`src/shadow_map_pkg.sv`:
```
/* shadow memory map
   bank sizes and the decode of the 64 KB dump window */
package shadow_map_pkg;

    // word address widths of the four banks
    localparam int VRAM_AW = 14;            // 16k words, 32 KB
    localparam int CHAR_AW = 11;            // 2k words
    localparam int PAL_AW  = 11;            // 2k words
    localparam int OBJ_AW  = 10;            // 1k words

    // address carried between stages, sized for vram
    localparam int ADDR_W  = 14;

    // dump side byte address
    localparam int DUMP_W  = 16;

    // region select field of the dump address
    localparam int SEL_HI  = 15;
    localparam int SEL_LO  = 11;
    localparam int SEL_W   = SEL_HI - SEL_LO + 1;

    // mask and match pairs on dump bits 15..11
    localparam logic [SEL_W-1:0] VRAM_MASK  = 5'b10000;  // 0xxxx
    localparam logic [SEL_W-1:0] VRAM_MATCH = 5'b00000;
    localparam logic [SEL_W-1:0] CHAR_MASK  = 5'b11110;  // 1000x
    localparam logic [SEL_W-1:0] CHAR_MATCH = 5'b10000;
    localparam logic [SEL_W-1:0] PAL_MASK   = 5'b11110;  // 1001x
    localparam logic [SEL_W-1:0] PAL_MATCH  = 5'b10010;
    localparam logic [SEL_W-1:0] OBJ_MASK   = 5'b11111;  // 10100 only
    localparam logic [SEL_W-1:0] OBJ_MATCH  = 5'b10100;

    // anything else reads back as zero

    // dump address loaded at reset, falls in the unmapped area
    localparam logic [DUMP_W-1:0] DUMP_IDLE = 16'hffff;

endpackage

```
`src/shadow_bus_pkg.sv`:
```
/* shadow bus types
   data word, byte write mask and region code shared by all stages */
package shadow_bus_pkg;

    localparam int BYTE_W = 8;
    localparam int NBYTES = 2;              // bytes per bank word

    // one word of every bank and of the cpu bus
    typedef logic [NBYTES*BYTE_W-1:0] word_t;

    // byte write enable, bit 1 is the high byte, active high
    typedef logic [NBYTES-1:0] mask_t;

    // which bank a write or a dump read goes to
    typedef enum logic [2:0] {
        region_none   = 3'd0,
        region_vram   = 3'd1,
        region_char   = 3'd2,
        region_pal    = 3'd3,
        region_objram = 3'd4
    } region_e;

endpackage

```
`src/shadow_if.sv`:
```
/* shadow stage links
   write link from capture to store, read link from dump to store */


interface shadow_rd_if;
    shadow_bus_pkg::region_e            region;  // bank to read
    logic [shadow_map_pkg::ADDR_W-1:0]  addr;
    shadow_bus_pkg::word_t              q;       // one cycle after region/addr

    modport dump (
        output region,
        output addr,
        input  q
    );

    modport store (
        input  region,
        input  addr,
        output q
    );
endinterface

```
`src/shadow_dump.sv`:
```
/* shadow dump port
   decodes the byte address, reads the banks and returns one byte */
`timescale 1ns/1ps

module shadow_dump (
    input  logic                              clk_rom,
    input  logic                              rst_n,
    input  logic [shadow_map_pkg::DUMP_W-1:0] ioctl_addr,  // held level
    output logic [shadow_bus_pkg::BYTE_W-1:0] ioctl_din,   // 3 cycles later
    shadow_rd_if.dump                         rd
);

    localparam int BW = shadow_bus_pkg::BYTE_W;

    logic [shadow_map_pkg::DUMP_W-1:0] addr_q;           // stage 1
    logic [shadow_map_pkg::SEL_W-1:0]  sel;
    logic                              lo_q;             // stage 2, odd byte

    assign sel = addr_q[shadow_map_pkg::SEL_HI:shadow_map_pkg::SEL_LO];

    // region decode on bits 15..11
    always_comb begin
        if ((sel & shadow_map_pkg::VRAM_MASK) == shadow_map_pkg::VRAM_MATCH) begin
            rd.region = shadow_bus_pkg::region_vram;
        end else if ((sel & shadow_map_pkg::CHAR_MASK) == shadow_map_pkg::CHAR_MATCH) begin
            rd.region = shadow_bus_pkg::region_char;
        end else if ((sel & shadow_map_pkg::PAL_MASK) == shadow_map_pkg::PAL_MATCH) begin
            rd.region = shadow_bus_pkg::region_pal;
        end else if ((sel & shadow_map_pkg::OBJ_MASK) == shadow_map_pkg::OBJ_MATCH) begin
            rd.region = shadow_bus_pkg::region_objram;
        end else begin
            rd.region = shadow_bus_pkg::region_none;
        end
    end

    // word address, store cuts it per bank
    assign rd.addr = addr_q[shadow_map_pkg::ADDR_W:1];

    always_ff @(posedge clk_rom or negedge rst_n) begin
        if (!rst_n) begin
            addr_q    <= shadow_map_pkg::DUMP_IDLE;      // unmapped, reads zero
            lo_q      <= 1'b0;
            ioctl_din <= '0;
        end else begin
            addr_q    <= ioctl_addr;
            lo_q      <= addr_q[0];                      // lines up with rd.q
            // even address gives the high byte
            ioctl_din <= lo_q ? rd.q[BW-1:0] : rd.q[2*BW-1:BW];
        end
    end

    // unmapped reads come back as zero two cycles on, through the store
    a_none_zero: assert property (
        @(posedge clk_rom) disable iff (!rst_n)
        (rd.region == shadow_bus_pkg::region_none) |-> ##2 (ioctl_din == '0)
    ) else $error("shadow_dump: unmapped address returned nonzero byte");

endmodule

```
`src/flat_wrapper.sv`:
```
// flat-port wrapper written by rule: the top's interface ports become plain ports
module shadow_dump_flat 
  (clk_rom, rst_n, ioctl_addr, ioctl_din, rd_region, rd_addr, rd_q);
  shadow_rd_if rd_i ();
  input  logic clk_rom;
  input  logic rst_n;
  input  logic [shadow_map_pkg::DUMP_W-1:0] ioctl_addr;
  output logic [shadow_bus_pkg::BYTE_W-1:0] ioctl_din;
  output wire logic [$bits(rd_i.region)-1:0] rd_region;
  output wire logic [$bits(rd_i.addr)-1:0] rd_addr;
  input wire logic [$bits(rd_i.q)-1:0] rd_q;
  assign rd_region = rd_i.region;
  assign rd_addr = rd_i.addr;
  assign rd_i.q = rd_q;
  shadow_dump u_core (.clk_rom(clk_rom), .rst_n(rst_n), .ioctl_addr(ioctl_addr), .ioctl_din(ioctl_din), .rd(rd_i));
endmodule
```
`config.mk`:
```
export PLATFORM = sky130hd
export DESIGN_NAME = shadow_dump_flat
export DESIGN_NICKNAME = d
export VERILOG_FILES = /design/src/shadow_map_pkg.sv /design/src/shadow_bus_pkg.sv /design/src/shadow_if.sv /design/src/shadow_dump.sv /design/src/flat_wrapper.sv
export SDC_FILE = /design/constraint.sdc
export NUM_CORES = 1
export LEC_CHECK = 0
export ABC_AREA = 1
export BUFFER_PORTS_ARGS = -buffer_cell sky130_fd_sc_hd__buf_4
export CORE_ASPECT_RATIO = 1.25
export CORE_MARGIN = 2
export CORE_UTILIZATION = 40
export DETAILED_ROUTE_END_ITERATION = 6
export PLACE_DENSITY = 0.73
export REMOVE_ABC_BUFFERS = 1
export SKIP_LAST_GASP = 1
export SYNTH_ARGS = -nofsm -noshare
export SYNTH_HDL_FRONTEND = slang
export SYNTH_SLANG_ARGS = --single-unit
```
`constraint.sdc`:
```
create_clock -name clk_rom -period 0.9 [get_ports clk_rom]
set_input_delay 0.09 -clock clk_rom [delete_from_list [all_inputs] [get_ports clk_rom]]
set_output_delay 0.09 -clock clk_rom [all_outputs]
set_load 0.005 [all_outputs]
```
==> summary.md <==
| Metric | Value |
|---|---|
| Cell area after technology mapping | `901 sq um` |
| Crit path launch type | `register` |
| Cell type of the slowest stage on the worst timing path | `sky130_fd_sc_hd__dfstp_2` |
| Largest net degree at the start of global routing | `26` |
| Routability congestion estimate | `0.659` |
| Clk_skew | `2.87 ps` |
| Area share of fa/ha/maj cells after synthesis | `0%` |
| Die extent in y | `57.1 microns` |
| Number of global-route vias before repair | `815` |
| Relative slew margins | `80.3%` |
| Hold Startpoint | `rd_q[12]` |
| Ordered cell list for the critical path | `nand3b_1 > nand2_1 > buf_6` |
| Setup repair after global routing missed its margin | `yes` |
| Multiplexer area fraction after synthesis | `0%` |
| # nets final | `182` |
| Initial antenna violation count | `0` |
| First-pass GRT wire length | `3.36 mm` |
| Diode insertion count for antenna repair | `0` |
| Grt total ovfl | `0` |
| Data arrival, critical path | `1190 ps` |
| Number of endpoints failing setup at the final stage | `20` |
| Critical path launch point | `u_core.addr_q[13]$_DFF_PN1_` |
| Final count of hold timing violations | `0` |
| Proportion of netlist area held by the largest area contributor | `46.7%` |
| Compound-cell area share of the yosys netlist | `4.44%` |
| Library cell with the largest summed area after synthesis | `sky130_fd_sc_hd__dfstp_2` |
| Cell count after synthesis | `73` |
| Largest delay contributor family on the critical path | `flip-flops` |
| Number of nets with antenna violations after detailed routing | `0` |
| Via density | `4.22` |
| Iter 0 DRT Violations | `5` |
| Crit end category | `output pin` |
| IR Drop Worst-Case VDD | `1.14 mV` |
| Required arrival time at the worst endpoint | `810 ps` |
| Starting density of the core | `41.6%` |
| Main area contributors after synthesis | `sky130_fd_sc_hd__dfstp_2 (47%), sky130_fd_sc_hd__dfrtp_1 (25%), sky130_fd_sc_hd__buf_4 (12%)` |
| Estimated wirelength of the detail-placed design | `1.27 mm` |
| Critical Path Max Stage Delay | `580 ps` |
| Total wire length | `2.12 mm` |
| Total of flip-flops plus latches after synthesis | `25` |
| Leakage power | `0.811 nW` |
| Share of synthesized cell area in and, or, nand and nor gates | `6.39%` |
| Max H-tree Level | `1` |
| Worst hold-check path type | `in -> reg` |
| Final worst-path cycle share | `142%` |
| Power Density | `1300 nW/um^2` |
| Detailed-routing iteration count for the pre-antenna-repair pass | `4` |
| Area growth from synthesis to layout | `82.9%` |
| Status | `finished, violations left` |
| Overall Global Routing Usage | `18.1%` |
| Clock buffers created by TritonCTS | `3` |
| Count of unresolved DRC violations after routing | `0` |
| Post-placement setup slack | `-18.1 ps` |
| Non-filler instance count after layout | `178` |
| Post-detailed-route wirelength per cell | `11.9 microns` |
| Crit path setup slack, layout | `-376 ps` |
| Placed cells | `147` |
| Xor-xnor portion of the synthesized cell area | `0%` |
| Seq/Total Area, Yosys | `71.7%` |
| Main combinational cell family by area after synthesis | `buffers and inverters` |
| Max_cap viols | `0` |
| Timing-limited maximum frequency | `784 MHz` |
| Type of the setup path with the least slack | `reg -> out` |
| Buffers plus inverters on the worst setup path | `1` |
| Root Driver | `sky130_fd_sc_hd__clkbuf_4` |
| IO Count | `59` |
| Yosys cell types | `10` |
| Total number of clock tree sinks | `25` |
| Cell Rows | `19` |
| Width of the chip | `46.4 microns` |
| Std-Cell Core Area | `2160 sq um` |
| Violated checks | `negative setup slack` |
| Synth warn | `0` |
| Syn avg cell area | `12.3 sq um` |
| Clock-pin slew on the worst setup and hold paths | `120 ps` |
| Port Buf Inserts | `58` |
| Overall die area | `2650 sq um` |
| Total number of vias | `751` |
| Transition at the pin with the smallest max-transition slack | `296 ps` |
| Latest clock arrival within the worst-skew pair | `300 ps` |
| Min Clock Period, post-route | `1280 ps` |
| Maximum fanout along the worst path | `4` |
| Ratio of cells with drive above 1 in the final layout | `57.1%` |
| Start of the worst register-to-register path | `u_core.lo_q$_DFF_PN0_` |
| CTS tree | `done` |
| Max-slew violation total from the final report | `0` |
| Max clock buf depth | `2` |
[cell usage after synthesis]
library cell	n
sky130_fd_sc_hd__nand2_1	10
sky130_fd_sc_hd__nor2_1	2
sky130_fd_sc_hd__nand3_1	1
sky130_fd_sc_hd__buf_6	1
sky130_fd_sc_hd__o21ai_0	8
sky130_fd_sc_hd__dfrtp_1	9
sky130_fd_sc_hd__nand3b_1	1
sky130_fd_sc_hd__buf_4	14
sky130_fd_sc_hd__dfstp_2	16
sky130_fd_sc_hd__inv_1	11
[report_power, final]
part	internal [mW]	switching, mW
sequential	1.22	0.0415
combinational	0.295	0.119
clock	0.173	0.297
[kinds of logic (layout without fill, tap and decap cells)]
group / Yosys count / after routing
buf+inv: 26 / 100
flops: 25 / 25
simple gates: 14 / 14
compound gates: 8 / 8
[sequential cells by signal, indices dropped and copies added, names as in the netlist]
name              count
u_core.addr_q        16
u_core.ioctl_din      8
u_core.lo_q           1
[worst register-to-register path: cells and delay by family (launching register included)]
kind / cells / cell delay, ps
flops: 1 / 520
compound gates: 1 / 90
simple gates: 1 / 90
[through the flow]
| step | cell area (sq um) | total power [mW] | setup TNS [ps] | hold WS, ps | utilization, % |
|---|---|---|---|---|---|
| global placement | 1260 | 1.53 | 0 | -2.33 | 58.2 |
| floorplan | 785 | 1.30 | 0 | -206 | - |
| global route | 1650 | 2.26 | -4160 | 9.00 | 76.2 |
| CTS | 1640 | 2.16 | -3310 | 4.51 | 75.6 |
| finish | 1650 | 2.15 | -3090 | 18.1 | 76.2 |
| detailed placement | 1260 | 1.54 | -46.6 | 4.94 | 58.2 |
[layout by cell type, fill, tap and decap left out]
cell                            Yosys  layout
sky130_fd_sc_hd__dlygate4sd3_1      0      25
sky130_fd_sc_hd__clkbuf_1           0       1
sky130_fd_sc_hd__dfrtp_2            0       1
sky130_fd_sc_hd__nand2_1           10       9
sky130_fd_sc_hd__inv_2              0       1
sky130_fd_sc_hd__dfrtp_1            9       8
sky130_fd_sc_hd__nor2_2             0       1
sky130_fd_sc_hd__buf_4             14      37
sky130_fd_sc_hd__inv_1             11      10
sky130_fd_sc_hd__nand3b_1           1       1
sky130_fd_sc_hd__nor2_1             2       1
sky130_fd_sc_hd__dfstp_2           16      16
sky130_fd_sc_hd__clkbuf_4           0       3
sky130_fd_sc_hd__o21ai_0            8       8
sky130_fd_sc_hd__nand3_2            0       1
sky130_fd_sc_hd__buf_6              1      23
sky130_fd_sc_hd__nand2_2            0       1
[worst paths after layout]
| check | endpoint | slack, ps | cells after the start |
|---|---|---|---|
| min in group asynchronous | u_core.ioctl_din[1]$_DFF_PN0_ | 200 | 2 |
| worst max-delay path | rd_region[0] | -380 | 3 |
| worst min-delay path | u_core.ioctl_din[4]$_DFF_PN0_ | 20 | 3 |
| worst max register to register | u_core.ioctl_din[5]$_DFF_PN0_ | 90 | 2 |
| worst min register to register | u_core.lo_q$_DFF_PN0_ | 400 | 0 |
| max in group asynchronous | u_core.addr_q[2]$_DFF_PN1_ | 410 | 2 |
[routing by layer]
metal	track usage, %	vias to the layer above	share of wire, %	wire length (microns)
met5	0	-	0	0
met4	8.16	0	0.99	21
met3	3.80	4	7.6	161
met2	34.1	42	60	1270
met1	17.4	351	31	666
li1	-	354	-	-
[layout make-up]
cell class                 count  area, sq um
timing repair buffer          85          787
sequential                    25          647
fill                         133          515
multi-input combinational     22          108
inverter                      11         41.3
tap                           31         38.8
clock buffer                   4         26.3
[what timing repair did]
action                                  4_1_cts  5_1_grt
pin swaps                                     1        3
gates resized for setup                      24        4
setup buffers                                 2        0
endpoints found under the setup margin       25       33
endpoints found under the hold margin        49        0
hold buffers                                 25        0
No activity file was read; power rests on OpenSTA's default activity.
