`src/shadow_map_pkg.sv`:
```
/* shadow memory map
   bank sizes and the decode of the 64 KB dump window */
package shadow_map_pkg;

    // word address widths of the four banks
    localparam int VRAM_AW = 14;            // 16k words, 32 KB
    localparam int CHAR_AW = 11;            // 2k words
    localparam int PAL_AW  = 11;            // 2k words
    localparam int OBJ_AW  = 10;            // 1k words

    // address carried between stages, sized for vram
    localparam int ADDR_W  = 14;

    // dump side byte address
    localparam int DUMP_W  = 16;

    // region select field of the dump address
    localparam int SEL_HI  = 15;
    localparam int SEL_LO  = 11;
    localparam int SEL_W   = SEL_HI - SEL_LO + 1;

    // mask and match pairs on dump bits 15..11
    localparam logic [SEL_W-1:0] VRAM_MASK  = 5'b10000;  // 0xxxx
    localparam logic [SEL_W-1:0] VRAM_MATCH = 5'b00000;
    localparam logic [SEL_W-1:0] CHAR_MASK  = 5'b11110;  // 1000x
    localparam logic [SEL_W-1:0] CHAR_MATCH = 5'b10000;
    localparam logic [SEL_W-1:0] PAL_MASK   = 5'b11110;  // 1001x
    localparam logic [SEL_W-1:0] PAL_MATCH  = 5'b10010;
    localparam logic [SEL_W-1:0] OBJ_MASK   = 5'b11111;  // 10100 only
    localparam logic [SEL_W-1:0] OBJ_MATCH  = 5'b10100;

    // anything else reads back as zero

    // dump address loaded at reset, falls in the unmapped area
    localparam logic [DUMP_W-1:0] DUMP_IDLE = 16'hffff;

endpackage

```
`src/shadow_bus_pkg.sv`:
```
/* shadow bus types
   data word, byte write mask and region code shared by all stages */
package shadow_bus_pkg;

    localparam int BYTE_W = 8;
    localparam int NBYTES = 2;              // bytes per bank word

    // one word of every bank and of the cpu bus
    typedef logic [NBYTES*BYTE_W-1:0] word_t;

    // byte write enable, bit 1 is the high byte, active high
    typedef logic [NBYTES-1:0] mask_t;

    // which bank a write or a dump read goes to
    typedef enum logic [2:0] {
        region_none   = 3'd0,
        region_vram   = 3'd1,
        region_char   = 3'd2,
        region_pal    = 3'd3,
        region_objram = 3'd4
    } region_e;

endpackage

```
`src/shadow_if.sv`:
```
/* shadow stage links
   write link from capture to store, read link from dump to store */
`timescale 1ns/1ps

interface shadow_wr_if;
    shadow_bus_pkg::region_e            region;  // none when no chip select
    logic [shadow_map_pkg::ADDR_W-1:0]  addr;    // word address, widest bank
    shadow_bus_pkg::word_t              data;
    shadow_bus_pkg::mask_t              we;      // nonzero means a write

    modport capture (
        output region,
        output addr,
        output data,
        output we
    );

    modport store (
        input  region,
        input  addr,
        input  data,
        input  we
    );
endinterface


```
`src/shadow_capture.sv`:
```
/* shadow write capture
   registers the cpu bus and folds the four chip selects into a region code */
`timescale 1ns/1ps

module shadow_capture (
    input  logic                             clk_rom,
    input  logic                             rst_n,
    input  logic [shadow_map_pkg::ADDR_W:1]  addr,       // cpu word address
    input  logic                             char_cs,
    input  logic                             vram_cs,
    input  logic                             pal_cs,
    input  logic                             objram_cs,
    input  shadow_bus_pkg::word_t            din,
    input  shadow_bus_pkg::mask_t            dswn,       // active low
    shadow_wr_if.capture                     wr
);

    shadow_bus_pkg::region_e region_d;
    shadow_bus_pkg::mask_t   we_d;

    // chip select to region with at most one set
    always_comb begin
        case (1'b1)
            vram_cs:   region_d = shadow_bus_pkg::region_vram;
            char_cs:   region_d = shadow_bus_pkg::region_char;
            pal_cs:    region_d = shadow_bus_pkg::region_pal;
            objram_cs: region_d = shadow_bus_pkg::region_objram;
            default:   region_d = shadow_bus_pkg::region_none;
        endcase
    end

    // active high mask and no write without a select
    assign we_d = (region_d == shadow_bus_pkg::region_none) ? '0 : ~dswn;

    // control side cleared so nothing is written after reset
    always_ff @(posedge clk_rom or negedge rst_n) begin
        if (!rst_n) begin
            wr.region <= shadow_bus_pkg::region_none;
            wr.we     <= '0;
        end else begin
            wr.region <= region_d;
            wr.we     <= we_d;
        end
    end

    // payload only matters while we is set
    always_ff @(posedge clk_rom) begin
        wr.addr <= addr;
        wr.data <= din;                  // bank write one edge later
    end

    // the cpu decoder never selects two work memories at once
    a_one_cs: assert property (
        @(posedge clk_rom) disable iff (!rst_n)
        $onehot0({vram_cs, char_cs, pal_cs, objram_cs})
    ) else $error("shadow_capture: more than one chip select active");

endmodule

```
`src/flat_wrapper.sv`:
```
// flat-port wrapper written by rule: the top's interface ports become plain ports
module shadow_capture_flat 
  (clk_rom, rst_n, addr, char_cs, vram_cs, pal_cs, objram_cs, din, dswn, wr_region, wr_addr, wr_data, wr_we);
  shadow_wr_if wr_i ();
  input  logic clk_rom;
  input  logic rst_n;
  input  logic [shadow_map_pkg::ADDR_W:1] addr;
  input  logic char_cs;
  input  logic vram_cs;
  input  logic pal_cs;
  input  logic objram_cs;
  input  shadow_bus_pkg::word_t din;
  input  shadow_bus_pkg::mask_t dswn;
  output wire logic [$bits(wr_i.region)-1:0] wr_region;
  output wire logic [$bits(wr_i.addr)-1:0] wr_addr;
  output wire logic [$bits(wr_i.data)-1:0] wr_data;
  output wire logic [$bits(wr_i.we)-1:0] wr_we;
  assign wr_region = wr_i.region;
  assign wr_addr = wr_i.addr;
  assign wr_data = wr_i.data;
  assign wr_we = wr_i.we;
  shadow_capture u_core (.clk_rom(clk_rom), .rst_n(rst_n), .addr(addr), .char_cs(char_cs), .vram_cs(vram_cs), .pal_cs(pal_cs), .objram_cs(objram_cs), .din(din), .dswn(dswn), .wr(wr_i));
endmodule
```
`config.mk`:
```
export PLATFORM = sky130hd
export DESIGN_NAME = shadow_capture_flat
export DESIGN_NICKNAME = d
export VERILOG_FILES = /design/src/shadow_map_pkg.sv /design/src/shadow_bus_pkg.sv /design/src/shadow_if.sv /design/src/shadow_capture.sv /design/src/flat_wrapper.sv
export SDC_FILE = /design/constraint.sdc
export NUM_CORES = 1
export LEC_CHECK = 0
export BUFFER_PORTS_ARGS = -buffer_cell sky130_fd_sc_hd__buf_2
export CORE_MARGIN = 1
export CORE_UTILIZATION = 30
export CTS_BUF_LIST = sky130_fd_sc_hd__clkbuf_4 sky130_fd_sc_hd__clkbuf_8 sky130_fd_sc_hd__clkbuf_16
export CTS_CLUSTER_DIAMETER = 120
export DETAILED_ROUTE_END_ITERATION = 10
export PLACE_DENSITY = 0.68
export SLEW_MARGIN = 20
export SYNTH_ARGS = -nofsm -noshare
export SYNTH_HDL_FRONTEND = slang
export SYNTH_SLANG_ARGS = --single-unit
export TNS_END_PERCENT = 100
```
`constraint.sdc`:
```
create_clock -name clk_rom -period 0.8 [get_ports clk_rom]
set_input_delay 0 -clock clk_rom [delete_from_list [all_inputs] [get_ports clk_rom]]
set_output_delay 0 -clock clk_rom [all_outputs]
set_load 0.005 [all_outputs]
```
==> impl_metrics.env, run 1 <==
export IMPL_min_path_type="input pin to async pin"
export IMPL_grt_pass1_vias=750
export IMPL_routabilityCongestion=0.7118
export IMPL_vias=749
export IMPL_violations="setup timing"
export IMPL_final_nets=195
export IMPL_io_pins=73
export IMPL_layout_common_cells="buf_2, dlygate4sd3_1, dfxtp_1"
export IMPL_yosysUniqueCellTypes=7
export IMPL_grt_pass1_wl_um=3263
export IMPL_chipHeight_um=52.77
export IMPL_clkTransAtPathRegs_ns=0.11
export IMPL_ys_seq_elements=35
export IMPL_synthTopCellsByArea="dfxtp_1, dfrtp_1, nor2_1"
export IMPL_fin_crit_ns=0.8552
export IMPL_drv_slew=0
export IMPL_fp_coreArea_mm2=0.002455
export IMPL_wire_per_inst_um=12.43
export IMPL_syn_inst=43
export IMPL_global_route_usage_met2_pct=33.33
export IMPL_htreeDepth=2
export IMPL_drive_gt1_share_pct=55.06
export IMPL_cts_tree="done"
export IMPL_max_freq_mhz=1169
export IMPL_hold_viol=0
export IMPL_slowest_delay_ns=0.39
export IMPL_viasPerCell=3.984
export IMPL_synth_nets=81
export IMPL_worst_pin_slew_ns=0.2337
export IMPL_yosysWarnings=0
export IMPL_area_growth_pct=112.9
export IMPL_worstPathArrival_ns=0.86
export IMPL_grt_start_max_net_pins=13
export IMPL_ir_worst_vdd_mv=1.677
export IMPL_dp_cells=145
export IMPL_grt_ovfl_total=0
export IMPL_post_cts_repair_setup_buffers=0
export IMPL_first_pass_iters=4
export IMPL_synth_area_leader_cell="dfxtp_1"
export IMPL_final_setup_worst_slack_ns=-0.05516
export IMPL_cts_buffers=5
export IMPL_endpoint_kind="output pin"
export IMPL_avgSynthCellArea_um2=17.98
export IMPL_portBuffers=72
export IMPL_period_share_pct=106.9
export IMPL_cts_num_sinks=35
export IMPL_syn_area_um2=773.2
export IMPL_drt_iter0_markers=3
export IMPL_hpwlAfterDp_um=1147
export IMPL_die_width_um=52.77
export IMPL_layout_commonest_cell="buf_2"
export IMPL_drc=0
export IMPL_grt_busiest_layer="met2"
export IMPL_fillers=181
export IMPL_use_met1_pct=14.54
export IMPL_antenna_left=0
export IMPL_setup_viol=5
export IMPL_rows=18
export IMPL_root_buffer="clkbuf_4"
export IMPL_stdcell_count=188
export IMPL_cp_cell_sequence="buf_2"
export IMPL_initial_core_util_pct=31.50
export IMPL_maxCapViolations=0
export IMPL_slew_headroom_pct=84.30
export IMPL_rsz0062_at_grt="true"
export IMPL_worstPathMaxFanout=1
export IMPL_crit_slowest_cell="dfrtp_1"
export IMPL_die_area_mm2=0.002785
export IMPL_antenna_found_initial=0
export IMPL_diodes=0
export IMPL_p_leak_nw=0.8153
export IMPL_dp_slack_ns=0.1855
export IMPL_grt_use_met3_pct=11.88
export IMPL_crit_family="flip-flops"
export IMPL_cp_start_kind="flop"
export IMPL_crit_type="flop to output pin"
export IMPL_synth_top_area_share_pct=77.67
export IMPL_cp_required_ns=0.80
export IMPL_track_usage_pct=18.09
export IMPL_wirelength_um=2336
export IMPL_critical_path_buf_inv_count=1
export IMPL_status="finished with violations"
export IMPL_clockBufferDepth=2
export IMPL_yosysSeqAreaShare_pct=93.85
export IMPL_powerDensity_mw_per_mm2=1932
[routing by layer]
layer  up-vias  part of all wire [%]  wire, um
li1        363                     -         -
met5         -                     0         0
met4         0                   1.7        40
met3         6                    12       288
met2        49                    52      1211
met1       331                    34       794
[state kept, by name (all words and copies together), names as in the netlist]
| register | cells |
|---|---|
| u_core.wr.data | 16 |
| u_core.wr.region | 3 |
| u_core.wr.addr | 14 |
| u_core.wr.we | 2 |
[cell usage after synthesis]
master	instances
nor4b_1	1
inv_1	1
dfrtp_1	5
a21o_1	1
nor4_2	1
dfxtp_1	30
nor2_1	4
[final timing paths]
path	startpoint	endpoint	cells after the start
hold / removal	rst_n	u_core.wr.region[2]$_DFF_PN0_	2
min in group clk_rom	char_cs	u_core.wr.region[2]$_DFF_PN0_	2
max in group asynchronous	rst_n	u_core.wr.we[1]$_DFF_PN0_	2
setup / recovery	u_core.wr.region[2]$_DFF_PN0_	wr_region[2]	1
[logic make-up (layout without fill, tap and decap cells)]
logic type / after synthesis / after routing / synth area share, %
compound gates: 1 / 1 / 0.9712
buf+inv: 1 / 116 / 0.4850
flops: 35 / 35 / 93.85
simple gates: 6 / 6 / 4.692
[repair_timing]
| action | in CTS | in global routing |
|---|---|---|
| endpoints found under the setup margin | 5 | 26 |
| resized for setup | 0 | 15 |
| endpoints found under the hold margin | 40 | 0 |
| gates cloned | 0 | 0 |
| hold buffers | 38 | 0 |
[power breakdown]
group	switching [W]	internal [W]	total (W)
Combinational	0.000118	0.000261	0.000380
Clock	0.000601	0.000335	0.000937
Sequential	0.0000228	0.00184	0.00187
Total	0.000743	0.00244	0.00318
[metrics by stage]
step | setup TNS, ns | area [um2] | hold slack (ns) | utilization (%) | power, W
2_1_floorplan | 0 | 773.2 | -0.2956 | - | 0.001929
3_3_place_gp | 0 | 1171 | -0.1863 | 47.71 | 0.002107
3_5_place_dp | 0 | 1171 | -0.1815 | 47.71 | 0.002112
4_1_cts | -0.2144 | 1609 | 0.2732 | 65.55 | 0.003173
5_1_grt | -0.5210 | 1647 | 0.01304 | 67.07 | 0.003317
6_report | -0.2008 | 1647 | 0.005059 | 67.07 | 0.003182
[final cells by class]
class	count	area (um2)	area share, %
clock inverter	3	20.02	1.216
tap	30	37.54	2.280
clock buffer	5	37.54	2.280
sequential	35	734.5	44.60
timing repair buffer	107	754.5	45.82
multi-input combinational	7	58.81	3.571
inverter	1	3.754	0.2280
Note: power is estimated with default switching activity, not from simulation.
==> inputs of run 2 (changes only) <==
Settings changed: PLACE_DENSITY 0.68 to 0.69.
==> run 2 against run 1 <==
Effect of this change: the flow still finishes with violations (setup timing); critical endpoint is now wr_region[0]; largest cell class unchanged; non-clock buffer count rose by 1; flip-flop and latch count unchanged; utilization increased by 1.9 points; maximum frequency grew 1.3%; sequential power about the same; largest power group unchanged; clock-buffer cell count is the same.
==> impl_metrics.env, run 2 (same netlist as run 1, synthesis figures left out) <==
export IMPL_tns_ns=-0.1367
export IMPL_fp_coreArea_mm2=0.002455
export IMPL_drc=0
export IMPL_maxCapViolations=0
export IMPL_design_area_mm2=0.001694
export IMPL_fin_crit_ns=0.8445
export IMPL_rows=18
export IMPL_cp_cell_sequence="buf_2"
export IMPL_chipHeight_um=52.77
export IMPL_top_regs="u_core.wr.data x16, u_core.wr.addr x14, u_core.wr.region x3"
export IMPL_dp_slack_ns=0.1843
export IMPL_grt_pass1_vias=770
export IMPL_violations="setup timing"
export IMPL_layout_common_cells="buf_2, dlygate4sd3_1, dfxtp_1"
export IMPL_track_usage_pct=17.53
export IMPL_grt_ovfl_total=0
export IMPL_antenna_found_initial=0
export IMPL_hold_viol=0
export IMPL_largest_register="u_core.wr.data"
export IMPL_diodes=0
export IMPL_grt_start_max_net_pins=13
export IMPL_root_buffer="clkbuf_4"
export IMPL_wirelength_um=2304
export IMPL_cp_required_ns=0.80
export IMPL_cts_tree="done"
export IMPL_use_met1_pct=15.88
export IMPL_worstPathArrival_ns=0.84
export IMPL_min_path_type="input pin to flop"
export IMPL_crit_slowest_cell="dfrtp_1"
export IMPL_drv_slew=0
export IMPL_drive_gt1_share_pct=57.86
export IMPL_hold_ws_ns=0.08501
export IMPL_worstPathMaxFanout=1
export IMPL_crit_type="flop to output pin"
export IMPL_portBuffers=72
export IMPL_place_area_mm2=0.001171
export IMPL_powerDensity_mw_per_mm2=1886
export IMPL_global_route_usage_met2_pct=30.80
export IMPL_grt_pass1_wl_um=3215
export IMPL_wire_per_inst_um=12.19
export IMPL_grt_use_met3_pct=10.43
export IMPL_die_width_um=52.77
export IMPL_rsz0062_at_grt="true"
export IMPL_viasPerCell=3.899
export IMPL_status="finished with violations"
export IMPL_cts_num_sinks=35
export IMPL_area_growth_pct=119.1
export IMPL_htreeDepth=2
export IMPL_final_nets=196
export IMPL_endpoint_kind="output pin"
export IMPL_ir_worst_vdd_mv=1.522
export IMPL_cts_buffers=5
export IMPL_fillers=172
export IMPL_worst_pin_slew_ns=0.2631
export IMPL_max_freq_mhz=1184
export IMPL_initial_core_util_pct=31.50
export IMPL_final_setup_worst_slack_ns=-0.04449
export IMPL_vias=737
export IMPL_setup_viol=5
export IMPL_clockBufferDepth=2
export IMPL_slew_headroom_pct=82.46
export IMPL_p_leak_nw=0.8301
export IMPL_antenna_left=0
export IMPL_post_cts_repair_setup_buffers=0
export IMPL_io_pins=73
export IMPL_total_power_w=0.003195
export IMPL_crit_family="flip-flops"
export IMPL_critical_path_buf_inv_count=1
export IMPL_first_pass_iters=4
export IMPL_drt_iter0_markers=1
export IMPL_largest_reg_flops=16
export IMPL_period_share_pct=105.6
export IMPL_cp_start_kind="flop"
export IMPL_hpwlAfterDp_um=1207
export IMPL_slowest_delay_ns=0.39
export IMPL_grt_busiest_layer="met2"
export IMPL_clkTransAtPathRegs_ns=0.11
export IMPL_die_area_mm2=0.002785
export IMPL_routabilityCongestion=0.7343
export IMPL_layout_commonest_cell="buf_2"
[run 2: cell types whose count changed in the layout (fill, tap and decap cells not counted), sizes merged]
cell,delta
dlygate4sd3,+1
[run 2: through the flow]
stage | utilization, % | instances
after floorplan | - | 43
after global placement | 47.71 | 145
after detailed placement | 47.71 | 145
after CTS | 65.55 | 191
after global routing | 69.01 | 189
final | 69.01 | 189
[run 2: layer usage]
layer  routed length, um  part of all wire (%)  up-vias
li1                    -                     -      363
met1                 772                    34      326
met2                1307                    57       44
met3                 209                   9.1        4
met4                  15                  0.65        0
met5                   0                     0        -
[run 2: cell type report]
cell class / instances / area [um2] / area share, %
Multi-Input combinational cell: 7 / 58.81 / 3.471
Sequential cell: 35 / 740.7 / 43.72
Timing Repair Buffer: 108 / 795.8 / 46.97
Clock inverter: 3 / 20.02 / 1.182
Clock buffer: 5 / 37.54 / 2.216
Inverter: 1 / 3.754 / 0.2216
Tap cell: 30 / 37.54 / 2.216
[run 2: path summary, 6_finish.rpt]
path | startpoint | endpoint | cells past startpoint
max | u_core.wr.region[0]$_DFF_PN0_ | wr_region[0] | 1
min | vram_cs | u_core.wr.region[1]$_DFF_PN0_ | 2
max in group asynchronous | rst_n | u_core.wr.region[0]$_DFF_PN0_ | 3
min in group asynchronous | rst_n | u_core.wr.region[2]$_DFF_PN0_ | 3
[run 2: timing repair]
action	CTS	global route
endpoints found under the hold margin	40	4
gates cloned	0	0
hold buffers	38	1
gates resized for setup	0	25
pin swaps	0	1
endpoints found under the setup margin	5	33
[run 2: report_power, final]
group	switching (W)	total, W	internal (W)
combinational	0.000119	0.000397	0.000279
clock	0.000588	0.000923	0.000336
sequential	0.0000284	0.00187	0.00185
total	0.000735	0.00319	0.00246
==> inputs of run 3 (changes only) <==
Settings changed: ABC_AREA set to 1.
==> run 3 against run 2 <==
Effect of this change: the flow still finishes with violations (setup timing); sequential share of layout area grew 1.1 points; critical endpoint is now wr_we[0]; largest cell class unchanged; utilization grew 1.2 points; sequential power is essentially flat.
==> impl_metrics.env, run 3 <==
export IMPL_status="finished with violations"
export IMPL_violations="setup timing"
export IMPL_die_area_mm2=0.002767
export IMPL_slowest_delay_ns=0.38
export IMPL_synth_area_leader_cell="dfxtp_1"
export IMPL_maxCapViolations=0
export IMPL_regArea_um2=729.5
export IMPL_place_area_mm2=0.001164
export IMPL_critical_path_buf_inv_count=1
export IMPL_grt_ovfl_total=0
export IMPL_cp_cell_sequence="buf_2"
export IMPL_endpoint_kind="output pin"
export IMPL_layout_commonest_cell="buf_2"
export IMPL_drt_iter0_markers=7
export IMPL_async_reset_ff_share_pct=14.29
export IMPL_cp_start_kind="flop"
export IMPL_drive_gt1_share_pct=52.80
export IMPL_root_buffer="clkbuf_4"
export IMPL_yosysWarnings=0
export IMPL_initial_core_util_pct=33.14
export IMPL_multi_input_area_um2=46.29
export IMPL_powerDensity_mw_per_mm2=1985
export IMPL_crit_family="flip-flops"
export IMPL_rows=17
export IMPL_grt_use_met3_pct=10.43
export IMPL_drc=0
export IMPL_worstPathArrival_ns=0.84
export IMPL_final_setup_worst_slack_ns=-0.03998
export IMPL_final_nets=198
export IMPL_largest_register="u_core.wr.data"
export IMPL_global_route_usage_met2_pct=33.54
export IMPL_grt_pass1_wl_um=3305
export IMPL_syn_area_um2=768.2
export IMPL_ys_seq_elements=35
export IMPL_layout_common_cells="buf_2, dlygate4sd3_1, dfxtp_1"
export IMPL_worst_pin_slew_ns=0.1657
export IMPL_synth_ff_type="dfxtp_1"
export IMPL_vias=760
export IMPL_fp_coreArea_mm2=0.002318
export IMPL_grt_busiest_layer="met2"
export IMPL_hpwlAfterDp_um=1246
export IMPL_cp_required_ns=0.80
export IMPL_p_leak_nw=0.8194
export IMPL_hold_viol=0
export IMPL_yosysSeqAreaShare_pct=94.46
export IMPL_antenna_left=0
export IMPL_crit_type="flop to output pin"
export IMPL_chipHeight_um=52.61
export IMPL_ir_worst_vdd_mv=1.671
export IMPL_routabilityCongestion=0.6858
export IMPL_top_regs="u_core.wr.data x16, u_core.wr.addr x14, u_core.wr.region x3"
export IMPL_fin_crit_ns=0.8400
export IMPL_diodes=0
export IMPL_yosysUniqueCellTypes=8
export IMPL_setup_viol=5
export IMPL_drv_slew=0
export IMPL_design_area_mm2=0.001628
export IMPL_track_usage_pct=18.10
export IMPL_largest_reg_flops=16
export IMPL_hold_ws_ns=0.02232
export IMPL_viasPerCell=4.021
export IMPL_avgSynthCellArea_um2=17.46
export IMPL_portBuffers=72
export IMPL_clockBufferDepth=2
export IMPL_syn_inst=44
export IMPL_synth_top_area_share_pct=78.18
export IMPL_rsz0062_at_grt="true"
export IMPL_slew_headroom_pct=88.91
export IMPL_max_freq_mhz=1191
export IMPL_grt_start_max_net_pins=12
export IMPL_period_share_pct=105.0
export IMPL_fillers=163
export IMPL_htreeDepth=2
export IMPL_synth_common_cells="dfxtp_1, dfrtp_1, nor2_1"
export IMPL_cts_tree="done"
export IMPL_area_growth_pct=111.9
export IMPL_synth_edf_count=0
export IMPL_crit_slowest_cell="dfrtp_1"
export IMPL_die_width_um=52.61
export IMPL_synth_most_common_cell="dfxtp_1"
export IMPL_clkTransAtPathRegs_ns=0.10
export IMPL_worstPathMaxFanout=1
export IMPL_antenna_found_initial=0
export IMPL_wire_per_inst_um=12.05
export IMPL_cts_num_sinks=35
export IMPL_use_met1_pct=14.72
export IMPL_wirelength_um=2278
export IMPL_synth_nets=82
export IMPL_cts_buffers=5
export IMPL_min_path_type="input pin to async pin"
export IMPL_first_pass_iters=4
export IMPL_grt_pass1_vias=803
export IMPL_io_pins=73
export IMPL_synthTopCellsByArea="dfxtp_1, dfrtp_1, nor2_1"
==> run 3: cell types whose count changed after synthesis <==
cell / previous run / this run
a21o_1: 1 / 0
a21oi_1: 0 / 2
nand2_1: 0 / 1
nor2_1: 4 / 3
nor2_2: 0 / 1
nor4_2: 1 / 0
nor4b_1: 1 / 0
o21bai_1: 0 / 1
==> run 3: stage by stage <==
stage | power, W | TNS, ns | utilization (%) | instances | setup WS, ns
6_report | 0.003231 | -0.1535 | 70.21 | 189 | -0.03998
2_1_floorplan | 0.001930 | 0 | - | 44 | 0.4507
5_1_grt | 0.003373 | -0.3623 | 70.21 | 189 | -0.07978
4_1_cts | 0.003255 | -0.2223 | 69.35 | 190 | -0.04715
3_5_place_dp | 0.002114 | 0 | 50.19 | 144 | 0.2869
3_3_place_gp | 0.002104 | 0 | 50.19 | 144 | 0.3273
==> run 3: logic make-up (layout without fill, tap and decap cells) <==
logic type             after synthesis  after routing  synth area share, %
buffers and inverters                1            118               0.4881
DFF                                 35             35                94.46
and+or+nand+nor                      5              5                2.769
AOI/OAI and AO/OA                    3              3                2.281
==> run 3: area by class of cell <==
cell class                 count  share of cell area [%]
inverter                       1                  0.2306
timing repair buffer         109                   46.04
multi-input combinational      8                   2.844
sequential                    35                   44.81
clock inverter                 1                  0.3075
clock buffer                   7                   3.613
tap                           28                   2.152
==> run 3: power breakdown <==
| group | switching (W) | leakage [nW] | internal (W) |
|---|---|---|---|
| Clock | 0.000533 | 0.0387 | 0.000459 |
| Combinational | 0.000119 | 0.467 | 0.000256 |
| Sequential | 0.0000220 | 0.314 | 0.00184 |
| Total | 0.000675 | 0.819 | 0.00256 |
==> run 3: what timing repair did <==
action	4_1_cts	5_1_grt
buffers inserted	0	0
setup endpoints to repair	5	17
hold endpoints to repair	40	0
pin swaps	0	1
hold buffers	38	0
resized for setup	0	8
==> run 3: final timing paths <==
| kind | from | to | slack (ns) | cells after the start |
|---|---|---|---|---|
| worst max-delay path | u_core.wr.we[0]$_DFF_PN0_ | wr_we[0] | -0.04 | 1 |
| worst min-delay path | rst_n | u_core.wr.we[1]$_DFF_PN0_ | 0.02 | 2 |
| max in group asynchronous | rst_n | u_core.wr.we[0]$_DFF_PN0_ | 0.65 | 2 |
| min in group clk_rom | addr[7] | u_core.wr.addr[6]$_DFF_P_ | 0.30 | 2 |
==> run 3: per-layer routing <==
metal,wire length [um],part of all wire (%)
met1,747,33
met2,1279,56
met3,213,9.4
met4,38,1.7
met5,0,0
